File: config.mk
export PLATFORM = sky130hd
export DESIGN_NAME = exec_stage
export DESIGN_NICKNAME = d
export VERILOG_FILES = /design/src/hw/exec_pkg.sv /design/src/hw/div_if.sv /design/src/hw/exec_stage.sv /design/src/hw/exec_ctrl.sv /design/src/hw/exec_pipe_reg.sv /design/src/hw/exec_divider.sv /design/src/hw/exec_alu.sv
export VERILOG_INCLUDE_DIRS = /design/src /design/src/include
export SDC_FILE = /design/constraint.sdc
export NUM_CORES = 1
export LEC_CHECK = 0
export BUFFER_PORTS_ARGS = -buffer_cell sky130_fd_sc_hd__buf_2
export CAP_MARGIN = 30
export CORE_MARGIN = 2
export CORE_UTILIZATION = 40
export DETAILED_ROUTE_END_ITERATION = 8
export MAX_ROUTING_LAYER = met4
export PLACE_DENSITY = 0.7
export SLEW_MARGIN = 20
export SYNTH_ARGS = -nofsm -noshare
export SYNTH_HDL_FRONTEND = slang
export SYNTH_HIERARCHICAL = 1
export SYNTH_SLANG_ARGS = --single-unit
File: constraint.sdc
create_clock -name clk -period 5 [get_ports clk]
set_input_delay 1 -clock clk [delete_from_list [all_inputs] [get_ports clk]]
set_output_delay 1 -clock clk [all_outputs]
set_load 0.05 [all_outputs]
File: src/include/exec_config.svh
`ifndef EXEC_CONFIG_SVH
`define EXEC_CONFIG_SVH

// datapath width
`define EXEC_XLEN 32

// one quotient bit per iteration
`define EXEC_DIV_STEPS `EXEC_XLEN

// pc carried by a bubble
`define EXEC_PC_NOP {`EXEC_XLEN{1'b1}}

`endif
File: src/hw/exec_pkg.sv
`default_nettype none

package exec_pkg;

    typedef enum logic [4:0] {
        ALU_X,
        ALU_ADD,
        ALU_SUB,
        ALU_AND,
        ALU_OR,
        ALU_XOR,
        ALU_SLL,
        ALU_SRL,
        ALU_SRA,
        ALU_SLT,
        ALU_SLTU,
        ALU_JALR,
        ALU_COPY1,
        BR_BEQ,
        BR_BNE,
        BR_BLT,
        BR_BGE,
        BR_BLTU,
        BR_BGEU,
        ALU_DIV,
        ALU_DIVU,
        ALU_REM,
        ALU_REMU
    } alu_op_e;

    // divide sequencing in the control block
    typedef enum logic [1:0] {
        DIV_IDLE,
        DIV_BUSY,
        DIV_DONE
    } div_state_e;

endpackage

`default_nettype wire

File: src/hw/div_if.sv
`default_nettype none
`include "exec_config.svh"

interface div_if;
    logic                  start;
    logic                  abort;
    logic                  is_signed;
    logic [`EXEC_XLEN-1:0] dividend;
    logic [`EXEC_XLEN-1:0] divisor;
    logic                  busy;
    logic                  valid;
    logic [`EXEC_XLEN-1:0] quotient;
    logic [`EXEC_XLEN-1:0] remainder;

    modport ctrl (
        output start, abort, is_signed, dividend, divisor,
        input  busy, valid, quotient, remainder
    );

    modport div (
        input  start, abort, is_signed, dividend, divisor,
        output busy, valid, quotient, remainder
    );
endinterface

`default_nettype wire

File: src/hw/exec_stage.sv
`default_nettype none
`include "exec_config.svh"

module exec_stage (
    input  logic                  clk,
    input  logic                  rst_n,
    input  logic                  flush,
    input  logic                  mem_stall,
    input  logic [`EXEC_XLEN-1:0] in_pc,
    input  logic [`EXEC_XLEN-1:0] in_op1,
    input  logic [`EXEC_XLEN-1:0] in_op2,
    input  logic [`EXEC_XLEN-1:0] in_rs2,
    input  logic [`EXEC_XLEN-1:0] in_imm_b,
    input  exec_pkg::alu_op_e     in_op,
    input  logic                  in_rf_wen,
    input  logic [4:0]            in_wb_addr,
    output logic                  ex_stall,
    output logic [`EXEC_XLEN-1:0] alu_out,
    output logic                  br_taken,
    output logic [`EXEC_XLEN-1:0] br_target,
    output logic [`EXEC_XLEN-1:0] out_pc,
    output logic [`EXEC_XLEN-1:0] out_rs2,
    output logic                  out_rf_wen,
    output logic [4:0]            out_wb_addr
);

    exec_pkg::alu_op_e     cur_op;
    logic [`EXEC_XLEN-1:0] cur_op1;
    logic [`EXEC_XLEN-1:0] cur_op2;
    logic [`EXEC_XLEN-1:0] cur_pc;
    logic [`EXEC_XLEN-1:0] cur_imm_b;
    logic [`EXEC_XLEN-1:0] cur_rs2;
    logic                  cur_rf_wen;
    logic [4:0]            cur_wb_addr;
    logic [`EXEC_XLEN-1:0] alu_result;
    logic [`EXEC_XLEN-1:0] result;
    logic                  alu_br_taken;
    logic [`EXEC_XLEN-1:0] alu_br_target;

    div_if i_div_if ();

    exec_ctrl i_ctrl (
        .clk         (clk),
        .rst_n       (rst_n),
        .flush       (flush),
        .mem_stall   (mem_stall),
        .in_pc       (in_pc),
        .in_op1      (in_op1),
        .in_op2      (in_op2),
        .in_rs2      (in_rs2),
        .in_imm_b    (in_imm_b),
        .in_op       (in_op),
        .in_rf_wen   (in_rf_wen),
        .in_wb_addr  (in_wb_addr),
        .dv          (i_div_if.ctrl),
        .cur_op      (cur_op),
        .cur_op1     (cur_op1),
        .cur_op2     (cur_op2),
        .cur_pc      (cur_pc),
        .cur_imm_b   (cur_imm_b),
        .alu_result  (alu_result),
        .result      (result),
        .ex_stall    (ex_stall),
        .cur_rs2     (cur_rs2),
        .cur_rf_wen  (cur_rf_wen),
        .cur_wb_addr (cur_wb_addr)
    );

    exec_alu i_alu (
        .op        (cur_op),
        .op1       (cur_op1),
        .op2       (cur_op2),
        .pc        (cur_pc),
        .imm_b     (cur_imm_b),
        .result    (alu_result),
        .br_taken  (alu_br_taken),
        .br_target (alu_br_target)
    );

    exec_divider i_divider (
        .clk   (clk),
        .rst_n (rst_n),
        .dv    (i_div_if.div)
    );

    exec_pipe_reg i_pipe_reg (
        .clk           (clk),
        .rst_n         (rst_n),
        .flush         (flush),
        .mem_stall     (mem_stall),
        .ex_stall      (ex_stall),
        .result        (result),
        .br_taken      (alu_br_taken),
        .br_target     (alu_br_target),
        .pc            (cur_pc),
        .rs2           (cur_rs2),
        .rf_wen        (cur_rf_wen),
        .wb_addr       (cur_wb_addr),
        .alu_out       (alu_out),
        .out_br_taken  (br_taken),
        .out_br_target (br_target),
        .out_pc        (out_pc),
        .out_rs2       (out_rs2),
        .out_rf_wen    (out_rf_wen),
        .out_wb_addr   (out_wb_addr)
    );

endmodule

`default_nettype wire

File: src/hw/exec_ctrl.sv
`default_nettype none
`include "exec_config.svh"

module exec_ctrl (
    input  logic                  clk,
    input  logic                  rst_n,
    input  logic                  flush,
    input  logic                  mem_stall,
    input  logic [`EXEC_XLEN-1:0] in_pc,
    input  logic [`EXEC_XLEN-1:0] in_op1,
    input  logic [`EXEC_XLEN-1:0] in_op2,
    input  logic [`EXEC_XLEN-1:0] in_rs2,
    input  logic [`EXEC_XLEN-1:0] in_imm_b,
    input  exec_pkg::alu_op_e     in_op,
    input  logic                  in_rf_wen,
    input  logic [4:0]            in_wb_addr,
    div_if.ctrl                   dv,
    output exec_pkg::alu_op_e     cur_op,
    output logic [`EXEC_XLEN-1:0] cur_op1,
    output logic [`EXEC_XLEN-1:0] cur_op2,
    output logic [`EXEC_XLEN-1:0] cur_pc,
    output logic [`EXEC_XLEN-1:0] cur_imm_b,
    input  logic [`EXEC_XLEN-1:0] alu_result,
    output logic [`EXEC_XLEN-1:0] result,
    output logic                  ex_stall,
    output logic [`EXEC_XLEN-1:0] cur_rs2,
    output logic                  cur_rf_wen,
    output logic [4:0]            cur_wb_addr
);

    logic                  hold_q;
    exec_pkg::alu_op_e     sv_op;
    logic [`EXEC_XLEN-1:0] sv_op1;
    logic [`EXEC_XLEN-1:0] sv_op2;
    logic [`EXEC_XLEN-1:0] sv_pc;
    logic [`EXEC_XLEN-1:0] sv_imm_b;
    logic [`EXEC_XLEN-1:0] sv_rs2;
    logic                  sv_rf_wen;
    logic [4:0]            sv_wb_addr;

    exec_pkg::div_state_e  state_q;
    logic [`EXEC_XLEN-1:0] saved_q;
    logic [`EXEC_XLEN-1:0] div_pick;
    logic                  is_div;
    logic                  is_rem;
    logic                  div_ready;

    // replay the latched op for one cycle after any stall
    assign cur_op      = hold_q ? sv_op      : in_op;
    assign cur_op1     = hold_q ? sv_op1     : in_op1;
    assign cur_op2     = hold_q ? sv_op2     : in_op2;
    assign cur_pc      = hold_q ? sv_pc      : in_pc;
    assign cur_imm_b   = hold_q ? sv_imm_b   : in_imm_b;
    assign cur_rs2     = hold_q ? sv_rs2     : in_rs2;
    assign cur_rf_wen  = hold_q ? sv_rf_wen  : in_rf_wen;
    assign cur_wb_addr = hold_q ? sv_wb_addr : in_wb_addr;

    assign is_div = cur_op inside {exec_pkg::ALU_DIV, exec_pkg::ALU_DIVU,
                                   exec_pkg::ALU_REM, exec_pkg::ALU_REMU};
    assign is_rem = cur_op inside {exec_pkg::ALU_REM, exec_pkg::ALU_REMU};

    assign dv.start     = (state_q == exec_pkg::DIV_IDLE) && is_div && !dv.busy && !flush;
    assign dv.abort     = flush;
    assign dv.is_signed = cur_op inside {exec_pkg::ALU_DIV, exec_pkg::ALU_REM};
    assign dv.dividend  = cur_op1;
    assign dv.divisor   = cur_op2;

    assign div_pick  = is_rem ? dv.remainder : dv.quotient;
    assign div_ready = (state_q == exec_pkg::DIV_DONE) ||
                       (state_q == exec_pkg::DIV_BUSY && dv.valid);

    assign ex_stall = is_div && !div_ready;
    assign result   = !is_div ? alu_result :
                      (state_q == exec_pkg::DIV_DONE) ? saved_q : div_pick;

    always_ff @(posedge clk or negedge rst_n) begin
        if (!rst_n) begin
            state_q <= exec_pkg::DIV_IDLE;
        end else if (flush) begin
            state_q <= exec_pkg::DIV_IDLE;
        end else begin
            case (state_q)
                exec_pkg::DIV_IDLE: if (dv.start) state_q <= exec_pkg::DIV_BUSY;
                exec_pkg::DIV_BUSY: begin
                    // memory stage stalled, park the result
                    if (dv.valid) begin
                        state_q <= mem_stall ? exec_pkg::DIV_DONE : exec_pkg::DIV_IDLE;
                    end
                end
                exec_pkg::DIV_DONE: if (!mem_stall) state_q <= exec_pkg::DIV_IDLE;
                default:            state_q <= exec_pkg::DIV_IDLE;
            endcase
        end
    end

    always_ff @(posedge clk) begin
        if (state_q == exec_pkg::DIV_BUSY && dv.valid) begin
            saved_q <= div_pick;
        end
    end

    always_ff @(posedge clk or negedge rst_n) begin
        if (!rst_n) begin
            hold_q    <= 1'b0;
            sv_op     <= exec_pkg::ALU_X;
            sv_rf_wen <= 1'b0;
        end else if (flush) begin
            hold_q    <= 1'b0;
            sv_op     <= exec_pkg::ALU_X;
            sv_rf_wen <= 1'b0;
        end else begin
            hold_q    <= ex_stall || mem_stall;
            sv_op     <= cur_op;
            sv_rf_wen <= cur_rf_wen;
        end
    end

    always_ff @(posedge clk) begin
        sv_op1     <= cur_op1;
        sv_op2     <= cur_op2;
        sv_pc      <= cur_pc;
        sv_imm_b   <= cur_imm_b;
        sv_rs2     <= cur_rs2;
        sv_wb_addr <= cur_wb_addr;
    end

    // a stall always has divider work behind it
    a_stall_has_divide: assert property (@(posedge clk) disable iff (!rst_n)
        (ex_stall && !flush) |-> (dv.start || dv.busy))
        else $error("ex_stall raised with the divider idle");

    // divider must accept every start we issue
    a_start_taken: assert property (@(posedge clk) disable iff (!rst_n)
        dv.start |=> dv.busy)
        else $error("divider did not take the start");

endmodule

`default_nettype wire

File: src/hw/exec_pipe_reg.sv
`default_nettype none
`include "exec_config.svh"

module exec_pipe_reg (
    input  logic                  clk,
    input  logic                  rst_n,
    input  logic                  flush,
    input  logic                  mem_stall,
    input  logic                  ex_stall,
    input  logic [`EXEC_XLEN-1:0] result,
    input  logic                  br_taken,
    input  logic [`EXEC_XLEN-1:0] br_target,
    input  logic [`EXEC_XLEN-1:0] pc,
    input  logic [`EXEC_XLEN-1:0] rs2,
    input  logic                  rf_wen,
    input  logic [4:0]            wb_addr,
    output logic [`EXEC_XLEN-1:0] alu_out,
    output logic                  out_br_taken,
    output logic [`EXEC_XLEN-1:0] out_br_target,
    output logic [`EXEC_XLEN-1:0] out_pc,
    output logic [`EXEC_XLEN-1:0] out_rs2,
    output logic                  out_rf_wen,
    output logic [4:0]            out_wb_addr
);

    logic bubble;
    logic load;

    // flush wins over the memory stall
    assign bubble = flush || (ex_stall && !mem_stall);
    assign load   = !mem_stall || flush;

    always_ff @(posedge clk or negedge rst_n) begin
        if (!rst_n) begin
            out_pc       <= `EXEC_PC_NOP;
            out_rf_wen   <= 1'b0;
            out_br_taken <= 1'b0;
        end else if (bubble) begin
            out_pc       <= `EXEC_PC_NOP;
            out_rf_wen   <= 1'b0;
            out_br_taken <= 1'b0;
        end else if (load) begin
            out_pc       <= pc;
            out_rf_wen   <= rf_wen;
            out_br_taken <= br_taken;
        end
    end

    always_ff @(posedge clk) begin
        if (load) begin
            alu_out       <= result;
            out_br_target <= br_target;
            out_rs2       <= rs2;
            out_wb_addr   <= wb_addr;
        end
    end

    a_flush_bubble: assert property (@(posedge clk) disable iff (!rst_n)
        flush |=> !out_rf_wen && !out_br_taken && out_pc == `EXEC_PC_NOP)
        else $error("flush did not produce a bubble");

endmodule

`default_nettype wire

File: src/hw/exec_divider.sv
`default_nettype none
`include "exec_config.svh"

module exec_divider (
    input logic clk,
    input logic rst_n,
    div_if.div  dv
);

    localparam int W     = `EXEC_XLEN;
    localparam int STEPS = `EXEC_DIV_STEPS;
    localparam int CW    = $clog2(STEPS + 1);

    logic          busy_q;
    logic          valid_q;
    logic [CW-1:0] cnt_q;
    logic [W-1:0]  rem_q;
    logic [W-1:0]  quo_q;
    logic [W-1:0]  dvs_q;
    logic          neg_quo_q;
    logic          neg_rem_q;
    logic          zero_q;
    logic [W-1:0]  quotient_q;
    logic [W-1:0]  remainder_q;

    logic          a_neg;
    logic          b_neg;
    logic [W-1:0]  a_mag;
    logic [W-1:0]  b_mag;
    logic [W:0]    rem_shift;
    logic [W:0]    diff;
    logic          last;

    assign a_neg = dv.is_signed && dv.dividend[W-1];
    assign b_neg = dv.is_signed && dv.divisor[W-1];
    assign a_mag = a_neg ? -dv.dividend : dv.dividend;
    assign b_mag = b_neg ? -dv.divisor : dv.divisor;

    assign rem_shift = {rem_q, quo_q[W-1]};
    assign diff      = rem_shift - {1'b0, dvs_q};
    assign last      = cnt_q == CW'(STEPS);

    always_ff @(posedge clk or negedge rst_n) begin
        if (!rst_n) begin
            busy_q  <= 1'b0;
            valid_q <= 1'b0;
            cnt_q   <= '0;
        end else begin
            valid_q <= 1'b0;
            if (dv.abort) begin
                busy_q <= 1'b0;
                cnt_q  <= '0;
            end else if (dv.start && !busy_q) begin
                busy_q <= 1'b1;
                cnt_q  <= '0;
            end else if (busy_q) begin
                if (last) begin
                    busy_q  <= 1'b0;
                    valid_q <= 1'b1;
                end else begin
                    cnt_q <= cnt_q + 1'b1;
                end
            end
        end
    end

    // restoring step, quotient bits shift in at the bottom
    always_ff @(posedge clk) begin
        if (dv.start && !busy_q) begin
            rem_q     <= '0;
            quo_q     <= a_mag;
            dvs_q     <= b_mag;
            neg_quo_q <= a_neg ^ b_neg;
            neg_rem_q <= a_neg;
            zero_q    <= dv.divisor == '0;
        end else if (busy_q && !last) begin
            if (!diff[W]) begin
                rem_q <= diff[W-1:0];
                quo_q <= {quo_q[W-2:0], 1'b1};
            end else begin
                rem_q <= rem_shift[W-1:0];
                quo_q <= {quo_q[W-2:0], 1'b0};
            end
        end else if (busy_q) begin
            // overflow case falls out of the sign fix as dividend, remainder 0
            quotient_q  <= zero_q ? '1 : (neg_quo_q ? -quo_q : quo_q);
            // divide by zero leaves the dividend here already
            remainder_q <= neg_rem_q ? -rem_q : rem_q;
        end
    end

    assign dv.busy      = busy_q;
    assign dv.valid     = valid_q;
    assign dv.quotient  = quotient_q;
    assign dv.remainder = remainder_q;

    a_no_valid_after_abort: assert property (@(posedge clk) disable iff (!rst_n)
        dv.abort |=> !dv.valid && !dv.busy)
        else $error("divider result after abort");

endmodule

`default_nettype wire

File: src/hw/exec_alu.sv
`default_nettype none
`include "exec_config.svh"

module exec_alu (
    input  exec_pkg::alu_op_e     op,
    input  logic [`EXEC_XLEN-1:0] op1,
    input  logic [`EXEC_XLEN-1:0] op2,
    input  logic [`EXEC_XLEN-1:0] pc,
    input  logic [`EXEC_XLEN-1:0] imm_b,
    output logic [`EXEC_XLEN-1:0] result,
    output logic                  br_taken,
    output logic [`EXEC_XLEN-1:0] br_target
);

    logic [4:0]            shamt;
    logic                  lt_s;
    logic                  lt_u;
    logic                  eq;
    logic [`EXEC_XLEN-1:0] sum;

    assign shamt = op2[4:0];
    assign lt_s  = $signed(op1) < $signed(op2);
    assign lt_u  = op1 < op2;
    assign eq    = op1 == op2;
    assign sum   = op1 + op2;

    always_comb begin
        case (op)
            exec_pkg::ALU_ADD:   result = sum;
            exec_pkg::ALU_SUB:   result = op1 - op2;
            exec_pkg::ALU_AND:   result = op1 & op2;
            exec_pkg::ALU_OR:    result = op1 | op2;
            exec_pkg::ALU_XOR:   result = op1 ^ op2;
            exec_pkg::ALU_SLL:   result = op1 << shamt;
            exec_pkg::ALU_SRL:   result = op1 >> shamt;
            exec_pkg::ALU_SRA:   result = $unsigned($signed(op1) >>> shamt);
            exec_pkg::ALU_SLT:   result = {{(`EXEC_XLEN-1){1'b0}}, lt_s};
            exec_pkg::ALU_SLTU:  result = {{(`EXEC_XLEN-1){1'b0}}, lt_u};
            exec_pkg::ALU_JALR:  result = {sum[`EXEC_XLEN-1:1], 1'b0};
            exec_pkg::ALU_COPY1: result = op1;
            default:             result = '0;
        endcase
    end

    always_comb begin
        case (op)
            exec_pkg::BR_BEQ:  br_taken = eq;
            exec_pkg::BR_BNE:  br_taken = !eq;
            exec_pkg::BR_BLT:  br_taken = lt_s;
            exec_pkg::BR_BGE:  br_taken = !lt_s;
            exec_pkg::BR_BLTU: br_taken = lt_u;
            exec_pkg::BR_BGEU: br_taken = !lt_u;
            default:           br_taken = 1'b0;
        endcase
    end

    assign br_target = pc + imm_b;

endmodule

`default_nettype wire

# Word level (Yosys, flattened, before mapping)
# Index checks and enable logic that the tools add are counted.
word_totals:
  register_bits: 512
  in_bits: 175
  word_cells: 160
classes:
  shift: 3
  muxes: 48
  bitwise: 6
  add_sub_neg: 9
  n_reduce_logical: 33
  n_eq_ne: 30
  n_lt_le_gt_ge: 2
ops:
  columns: ["cell", "n"]
  rows:
  - ["32-bit 2-to-1 mux", 17]
  - ["32-bit case mux with 12 select lines", 1]
  - ["32-bit negator", 4]
  - ["32-bit adder", 2]
  - ["32-bit less-than comparator", 2]
  - ["5-bit by 4-bit equality test with 1-bit output, second input constant", 8]
  - ["5-bit equality test, second input constant", 7]
  - ["33-bit by 32-bit subtractor with 33-bit output", 1]
  - ["32-bit AND", 1]
  - ["32-bit equality test", 1]
  - ["32-bit zero test", 1]
  - ["32-bit OR", 1]
  - ["32-bit by 5-bit left shift with 32-bit output", 1]
  - ["32-bit by 5-bit >> shifter with 32-bit output", 1]
  - ["32-bit by 5-bit >>> shifter with 32-bit output", 1]
  - ["32-bit subtractor", 1]
  - ["32-bit XOR", 1]
  - ["6-bit 2-to-1 mux", 4]
  - ["5-bit by 3-bit equality test with 1-bit output, second input constant", 4]
  - ["1-bit 2-to-1 mux", 16]
  - ["5-bit 2-to-1 mux", 3]
  - ["5-bit by 2-bit equality test with 1-bit output, second input constant", 2]
  - ["1-bit logical AND", 10]
  - ["2-bit 2-to-1 mux", 5]
  - ["19 further kinds", 36]

# Longest topological paths before layout
depth:
  word_depth: 9
  depth_mapped: 22

# Modules after synthesis
# The synthesis kept the hierarchy.
by_module_without_submodules:
  columns: ["mod", "seq_area_each_um2", "cells_each", "area_each_um2", "instances"]
  rows:
  - ["exec_alu", 0.0, 1506, 10573.9, 1]
  - ["exec_divider", 4774.6, 1095, 10446.3, 1]
  - ["exec_ctrl", 4489.3, 679, 8558.2, 1]
  - ["exec_pipe_reg", 3923.8, 185, 4359.2, 1]

# Least setup slack after synthesis
# No wires, ideal clock.
synth_timing:
  path_kind: "register to register"
  start: "reg i_ctrl.hold_q"
  end: "reg i_pipe_reg.alu_out[27] (data pin)"
  stages_incl_launch_ff: 23
  slack_ps: -418
  path_buffers: 8
  required_time_ps: 4738
  setup_time_ps: 262
  arrival_time_ps: 5155
  cell_sequence: "dfrtp_1 -> buf_4 -> buf_2 -> clkbuf_1 -> buf_2 -> mux2_2 -> clkbuf_1 -> inv_2 -> buf_2 -> buf_1 -> buf_1 -> ha_1 -> and2b_1 -> a2111oi_4 -> o21ai_2 -> o41a_4 -> nor3b_4 -> o21ai_2 -> and2_1 -> o2111a_1 -> o22a_1 -> nand2b_1 -> o211ai_2"
synth_between:
  elab_cells_between_ends: 33
  classes_between: "add/sub (2); eq/ne (16); shift (3); mux (7); bitwise (3); reduce/logical (2)"
synth_rtl:
  columns: ["item", "line_no", "source"]
  rows:
  - ["from (decl)", "exec_ctrl.sv:31", "logic hold_q;"]
  - ["from (signal assigned)", "exec_ctrl.sv:112", "hold_q <= ex_stall || mem_stall;"]
  - ["32-bit 2-to-1 mux *", "exec_ctrl.sv:51", "assign cur_op2 = hold_q ? sv_op2 : in_op2;"]
  - ["net cur_op2[2]", "exec_stage.sv:29", "logic [`EXEC_XLEN-1:0] cur_op2;"]
  - ["32-bit adder, or another cell as far along", "exec_alu.sv:25", "assign sum = op1 + op2;"]
  - ["32-bit case mux with 12 select lines *", "exec_alu.sv:28", "case (op)"]
  - ["net alu_result[27]", "exec_stage.sv:35", "logic [`EXEC_XLEN-1:0] alu_result;"]
  - ["32-bit 2-to-1 mux *", "exec_ctrl.sv:73", "assign result = !is_div ? alu_result :"]
  - ["net result[27]", "exec_stage.sv:36", "logic [`EXEC_XLEN-1:0] result;"]
  - ["to (signal assigned)", "exec_pipe_reg.sv:51", "alu_out <= result;"]
  - ["to (decl)", "exec_pipe_reg.sv:17", "output logic [`EXEC_XLEN-1:0] alu_out,"]
# Mark *: on every way through the listed nets, which the timed path passes. The rest lies on a longest branch.
# A chain may end at the register's enable or synchronous reset.

# Worst setup path after layout
layout_timing:
  start: "reg i_ctrl.hold_q"
  end: "reg i_pipe_reg.out_br_taken"
layout_between:
  elab_cells_between_ends: 27
  classes_between: "order compare (2); eq/ne (11); mux (6); reduce/logical (8)"
layout_rtl:
  columns: ["item", "line_no", "source"]
  rows:
  - ["32-bit 2-to-1 mux *", "exec_ctrl.sv:50", "assign cur_op1 = hold_q ? sv_op1 : in_op1;"]
  - ["net cur_op1[19]", "exec_stage.sv:28", "logic [`EXEC_XLEN-1:0] cur_op1;"]
  - ["32-bit less-than comparator, or another cell as far along", "exec_alu.sv:23", "assign lt_u = op1 < op2;"]
  - ["1-bit zero test, on equally long branches", "exec_alu.sv:52, exec_alu.sv:48, exec_alu.sv:50", null]
  - ["1-bit case mux with 6 select lines *", "exec_alu.sv:46", "case (op)"]
  - ["net alu_br_taken", "exec_stage.sv:37", "logic alu_br_taken;"]
  - ["1-bit 2-to-1 mux *", "exec_pipe_reg.sv:42", "end else if (load) begin"]
  - ["1-bit 2-to-1 mux *", "exec_pipe_reg.sv:38", "end else if (bubble) begin"]
  - ["to (signal assigned)", "exec_pipe_reg.sv:45", "out_br_taken <= br_taken;"]
  - ["to (decl)", "exec_pipe_reg.sv:18", "output logic out_br_taken,"]
# Mark *: on every way through the listed nets, which the timed path passes. The rest lies on a longest branch. The select of a mux whose other input is x is not followed.

==> impl_results.md <==
- Status: completed
- Initial antenna violation count: 8
- Gr ovfl total: 0
- R2R setup slack: 0.22 ns
- Final Cycle Share: 95.7%
- Via count: 28975
- Sw power: 6.06 mW
- Clock-pin slew on the worst setup and hold paths: 0.06 ns
- Predominant post-synthesis flop cell: edfxtp_1
- Max-slew headroom: 33.2%
- Synth top cells by count: edfxtp_1, nor2_1, nand2_1
- Clock network power share: 26.5%
- Syn. warnings: 6
- PD cells: 403 nW/um^2
- Final Max Tran Viols: 0
- Place WS: 0.238 ns
- Critical path class: flip-flop to flip-flop
- MaxCap Viol Count: 0
- Num CTS Buffers: 56
- TritonCTS clock tree: done
- Initial Util: 40.5%
- Detailed Routing Iterations Pass 1: 9
- Clk sinks: 512
- CP Data Required Time: 5.51 ns
- RSZ-0062 raised after global routing: false
- Worst hold-check path type: flip-flop to flip-flop
- Postcts setup bufs: 0
- Nets: 4044
- Max Buffers Root-to-Sink: 3
- Synth Cell Area: 33900 sq um
- Critical-path top delay cell: dfrtp_4
- Crit path top cell by count: buf_4
- Combinational Power Share: 38.6%
- Syn Area/Cell: 9.79 sq um
- GRT Overall Usage: 27.1%
- CP Cell Sequence: buf_4 -> mux2_2 -> inv_1 -> ha_1 -> nor2_1 -> nand2_1 -> nor4_1 -> nand4_1 -> mux2i_1 -> and4_1 -> a31oi_1 -> o31a_1 -> o41ai_1 -> buf_4 -> a32o_1
- Layout area overhead: 13.6%
- Max Clk Rate: 209 MHz
- Post-DRT Antenna Nets: 0
- CP Capture Type: flip-flop
- Largest net degree at the start of global routing: 80
- Gate Count Post-Synth: 3465
- Critical Path AT: 5.29 ns
- Final WL: 118 mm
- Clk_lat worst skew: 0.64 ns
- Sw frac: 39.0%
- Flop pwr share: 34.9%
- Die height: 295 um
- Root buf cell: clkbuf_16
- I/O Pins: 311
- Worst slew pin tran: 1.00 ns
- DIE WIDTH: 295 um
- Pleak: 15.5 nW
- Site Rows: 106
- Syn_nets: 3810
- Cell taking the most area after synthesis: edfxtp_1
- Hold Fails Final Rpt: 0
- Number of synthesized flops with an enable pin: 264
- Routed vias/inst: 5.93
- Layout cells sized above 1: 23.6%
- # resized after CTS: 0
- Post-synthesis register bit count: 512
- Core ar.: 83800 sq um
- CP peak stage delay: 0.68 ns
- Final Setup Violations: 0
- Tmin final: 4.78 ns
- Detailed Place HPWL: 88.5 mm
- Worst Setup Start Kind: flip-flop
- Buffers added on ports: 310
- Int Pwr: 9.48 mW
- IR drop worst, VDD: 0.000298 V
- Setup tns final: 0 ns
- Register area share after synthesis: 38.9%
- Ys async rst share: 9.96%
- Worst Path Max Fanout: 23
- Yosys top cell area share: 23.4%
- Placer's final routability congestion estimate: 1.01
- Most numerous cell in the Yosys netlist: edfxtp_1
- Netlist cell types: 113
- Final worst slack: 0.217 ns
- First-pass GRT wire length: 175 mm
- Largest cells by area after synthesis: edfxtp_1, dfxtp_1, ha_1
- Drt drc: 0
- Die Area: 87200 sq um
- Wirelength per Cell: 24.2 um
- Vias in the first global route: 27426
- CTS HTree Levels: 2
- Worst Skew: 0.0294 ns
- Initial DRC count: 2916
- CTS Hold Buffers Added: 0
## power groups by stage
stage	Clock (mW)	Combinational [mW]	Sequential (mW)
2_1_floorplan	0	3.61	6.06
3_3_place_gp	0	5.84	5.50
3_5_place_dp	0	5.88	5.51
4_1_cts	4.22	5.91	5.43
5_1_grt	4.37	6.46	5.48
6_report	4.12	6.00	5.43
## cells by family after synthesis
| group | synth area share [%] |
|---|---|
| mux | 12.1 |
| compound gates | 19.0 |
| flops | 38.9 |
| xor+xnor | 4.54 |
| fa+ha+maj | 6.36 |
| buf+inv | 6.37 |
| simple gates | 12.8 |
## registers in the layout, indices dropped and copies added, names as in the netlist, 6 cells and up
register / cells
i_pipe_reg/out_br_target: 32
i_divider/cnt_q: 6
i_ctrl/sv_pc: 32
i_ctrl/sv_op2: 32
i_pipe_reg/out_pc: 32
i_divider/quo_q: 32
i_pipe_reg/out_rs2: 32
i_pipe_reg/alu_out: 32
i_ctrl/saved_q: 32
i_divider/dvs_q: 32
i_divider/rem_q: 32
i_divider/dv.remainder: 32
i_ctrl/sv_op1: 32
i_divider/dv.quotient: 32
i_ctrl/sv_imm_b: 32
i_ctrl/sv_rs2: 32
## routing by layer
layer / share of wire, % / GRT usage, %
met2: 45 / 42.2
met1: 41 / 35.0
met3: 8.9 / 4.46
met5: 0 / -
met4: 4.6 / 11.5
## layout make-up
cell class | instances | area (sq um)
Inverter | 202 | 763
Sequential cell | 512 | 13200
Fill cell | 8014 | 45300
Multi-Input combinational cell | 2488 | 18700
Antenna cell | 8 | 20.0
Clock buffer | 77 | 1540
Tap cell | 1134 | 1420
Timing Repair Buffer | 439 | 2710
Clock inverter | 26 | 264
## placed cells by master, fill, tap and decap left out, types with 18 or more instances in the layout
master and count:
a221oi_1 30, a211oi_1 37, or3_1 18, xnor2_1 101, nor2_1 254, o21ai_1 18
nand2_1 244, dfstp_2 32, dfxtp_1 197, nor3_1 46, a21oi_1 204, a21o_1 42
nand3_1 87, nand2b_1 63, mux2_2 172, nor2b_1 21, o211ai_1 33, and2_1 19
inv_1 196, a22oi_1 20, o41ai_1 18, xor2_1 75, o32a_1 32, o211ai_2 30
nor4_1 23, ha_1 166, mux2i_1 88, o21bai_1 18, mux4_2 55, o31ai_1 37
a31oi_1 20, o21ai_0 221, and3_1 19, edfxtp_1 264, buf_2 310, buf_4 114
clkbuf_16 57, dfrtp_1 18
## final timing paths
| kind | to | start | cells past startpoint |
|---|---|---|---|
| max in group asynchronous | i_ctrl/hold_q | rst_n | 2 |
| min reg2reg | i_ctrl/sv_rs2[26] | i_ctrl/sv_rs2[26] | 1 |
| min in group asynchronous | i_divider/cnt_q[4] | rst_n | 2 |
| max | i_pipe_reg/out_br_taken | i_ctrl/hold_q | 15 |
| min | i_ctrl/sv_rs2[26] | i_ctrl/sv_rs2[26] | 1 |
| max reg2reg | i_pipe_reg/out_br_taken | i_ctrl/hold_q | 15 |
## worst max-delay path, delay by kind of cell (launching register included)
family	cells	cell delay, ns
adder cells (fa/ha/maj)	1	0.36
AND/OR/NAND/NOR	5	1.69
flip-flops	1	0.68
AO/OA/AOI/OAI	4	0.61
buffers and inverters	3	0.57
multiplexers	2	0.73
## metrics by stage
stage               hold WS [ns]  std cells  area (sq um)  util [%]  total power [mW]
CTS                        0.472       4875         38500      45.9              15.6
global placement           0.451       4770         36600      43.7              11.3
detailed placement         0.458       4772         36700      43.8              11.4
finish                     0.471       4886         38600      46.0              15.5
floorplan                  0.441       3465         33900         -              9.67
global route               0.485       4886         38600      46.0              16.3
Note: power is estimated with default switching activity, not from simulation.
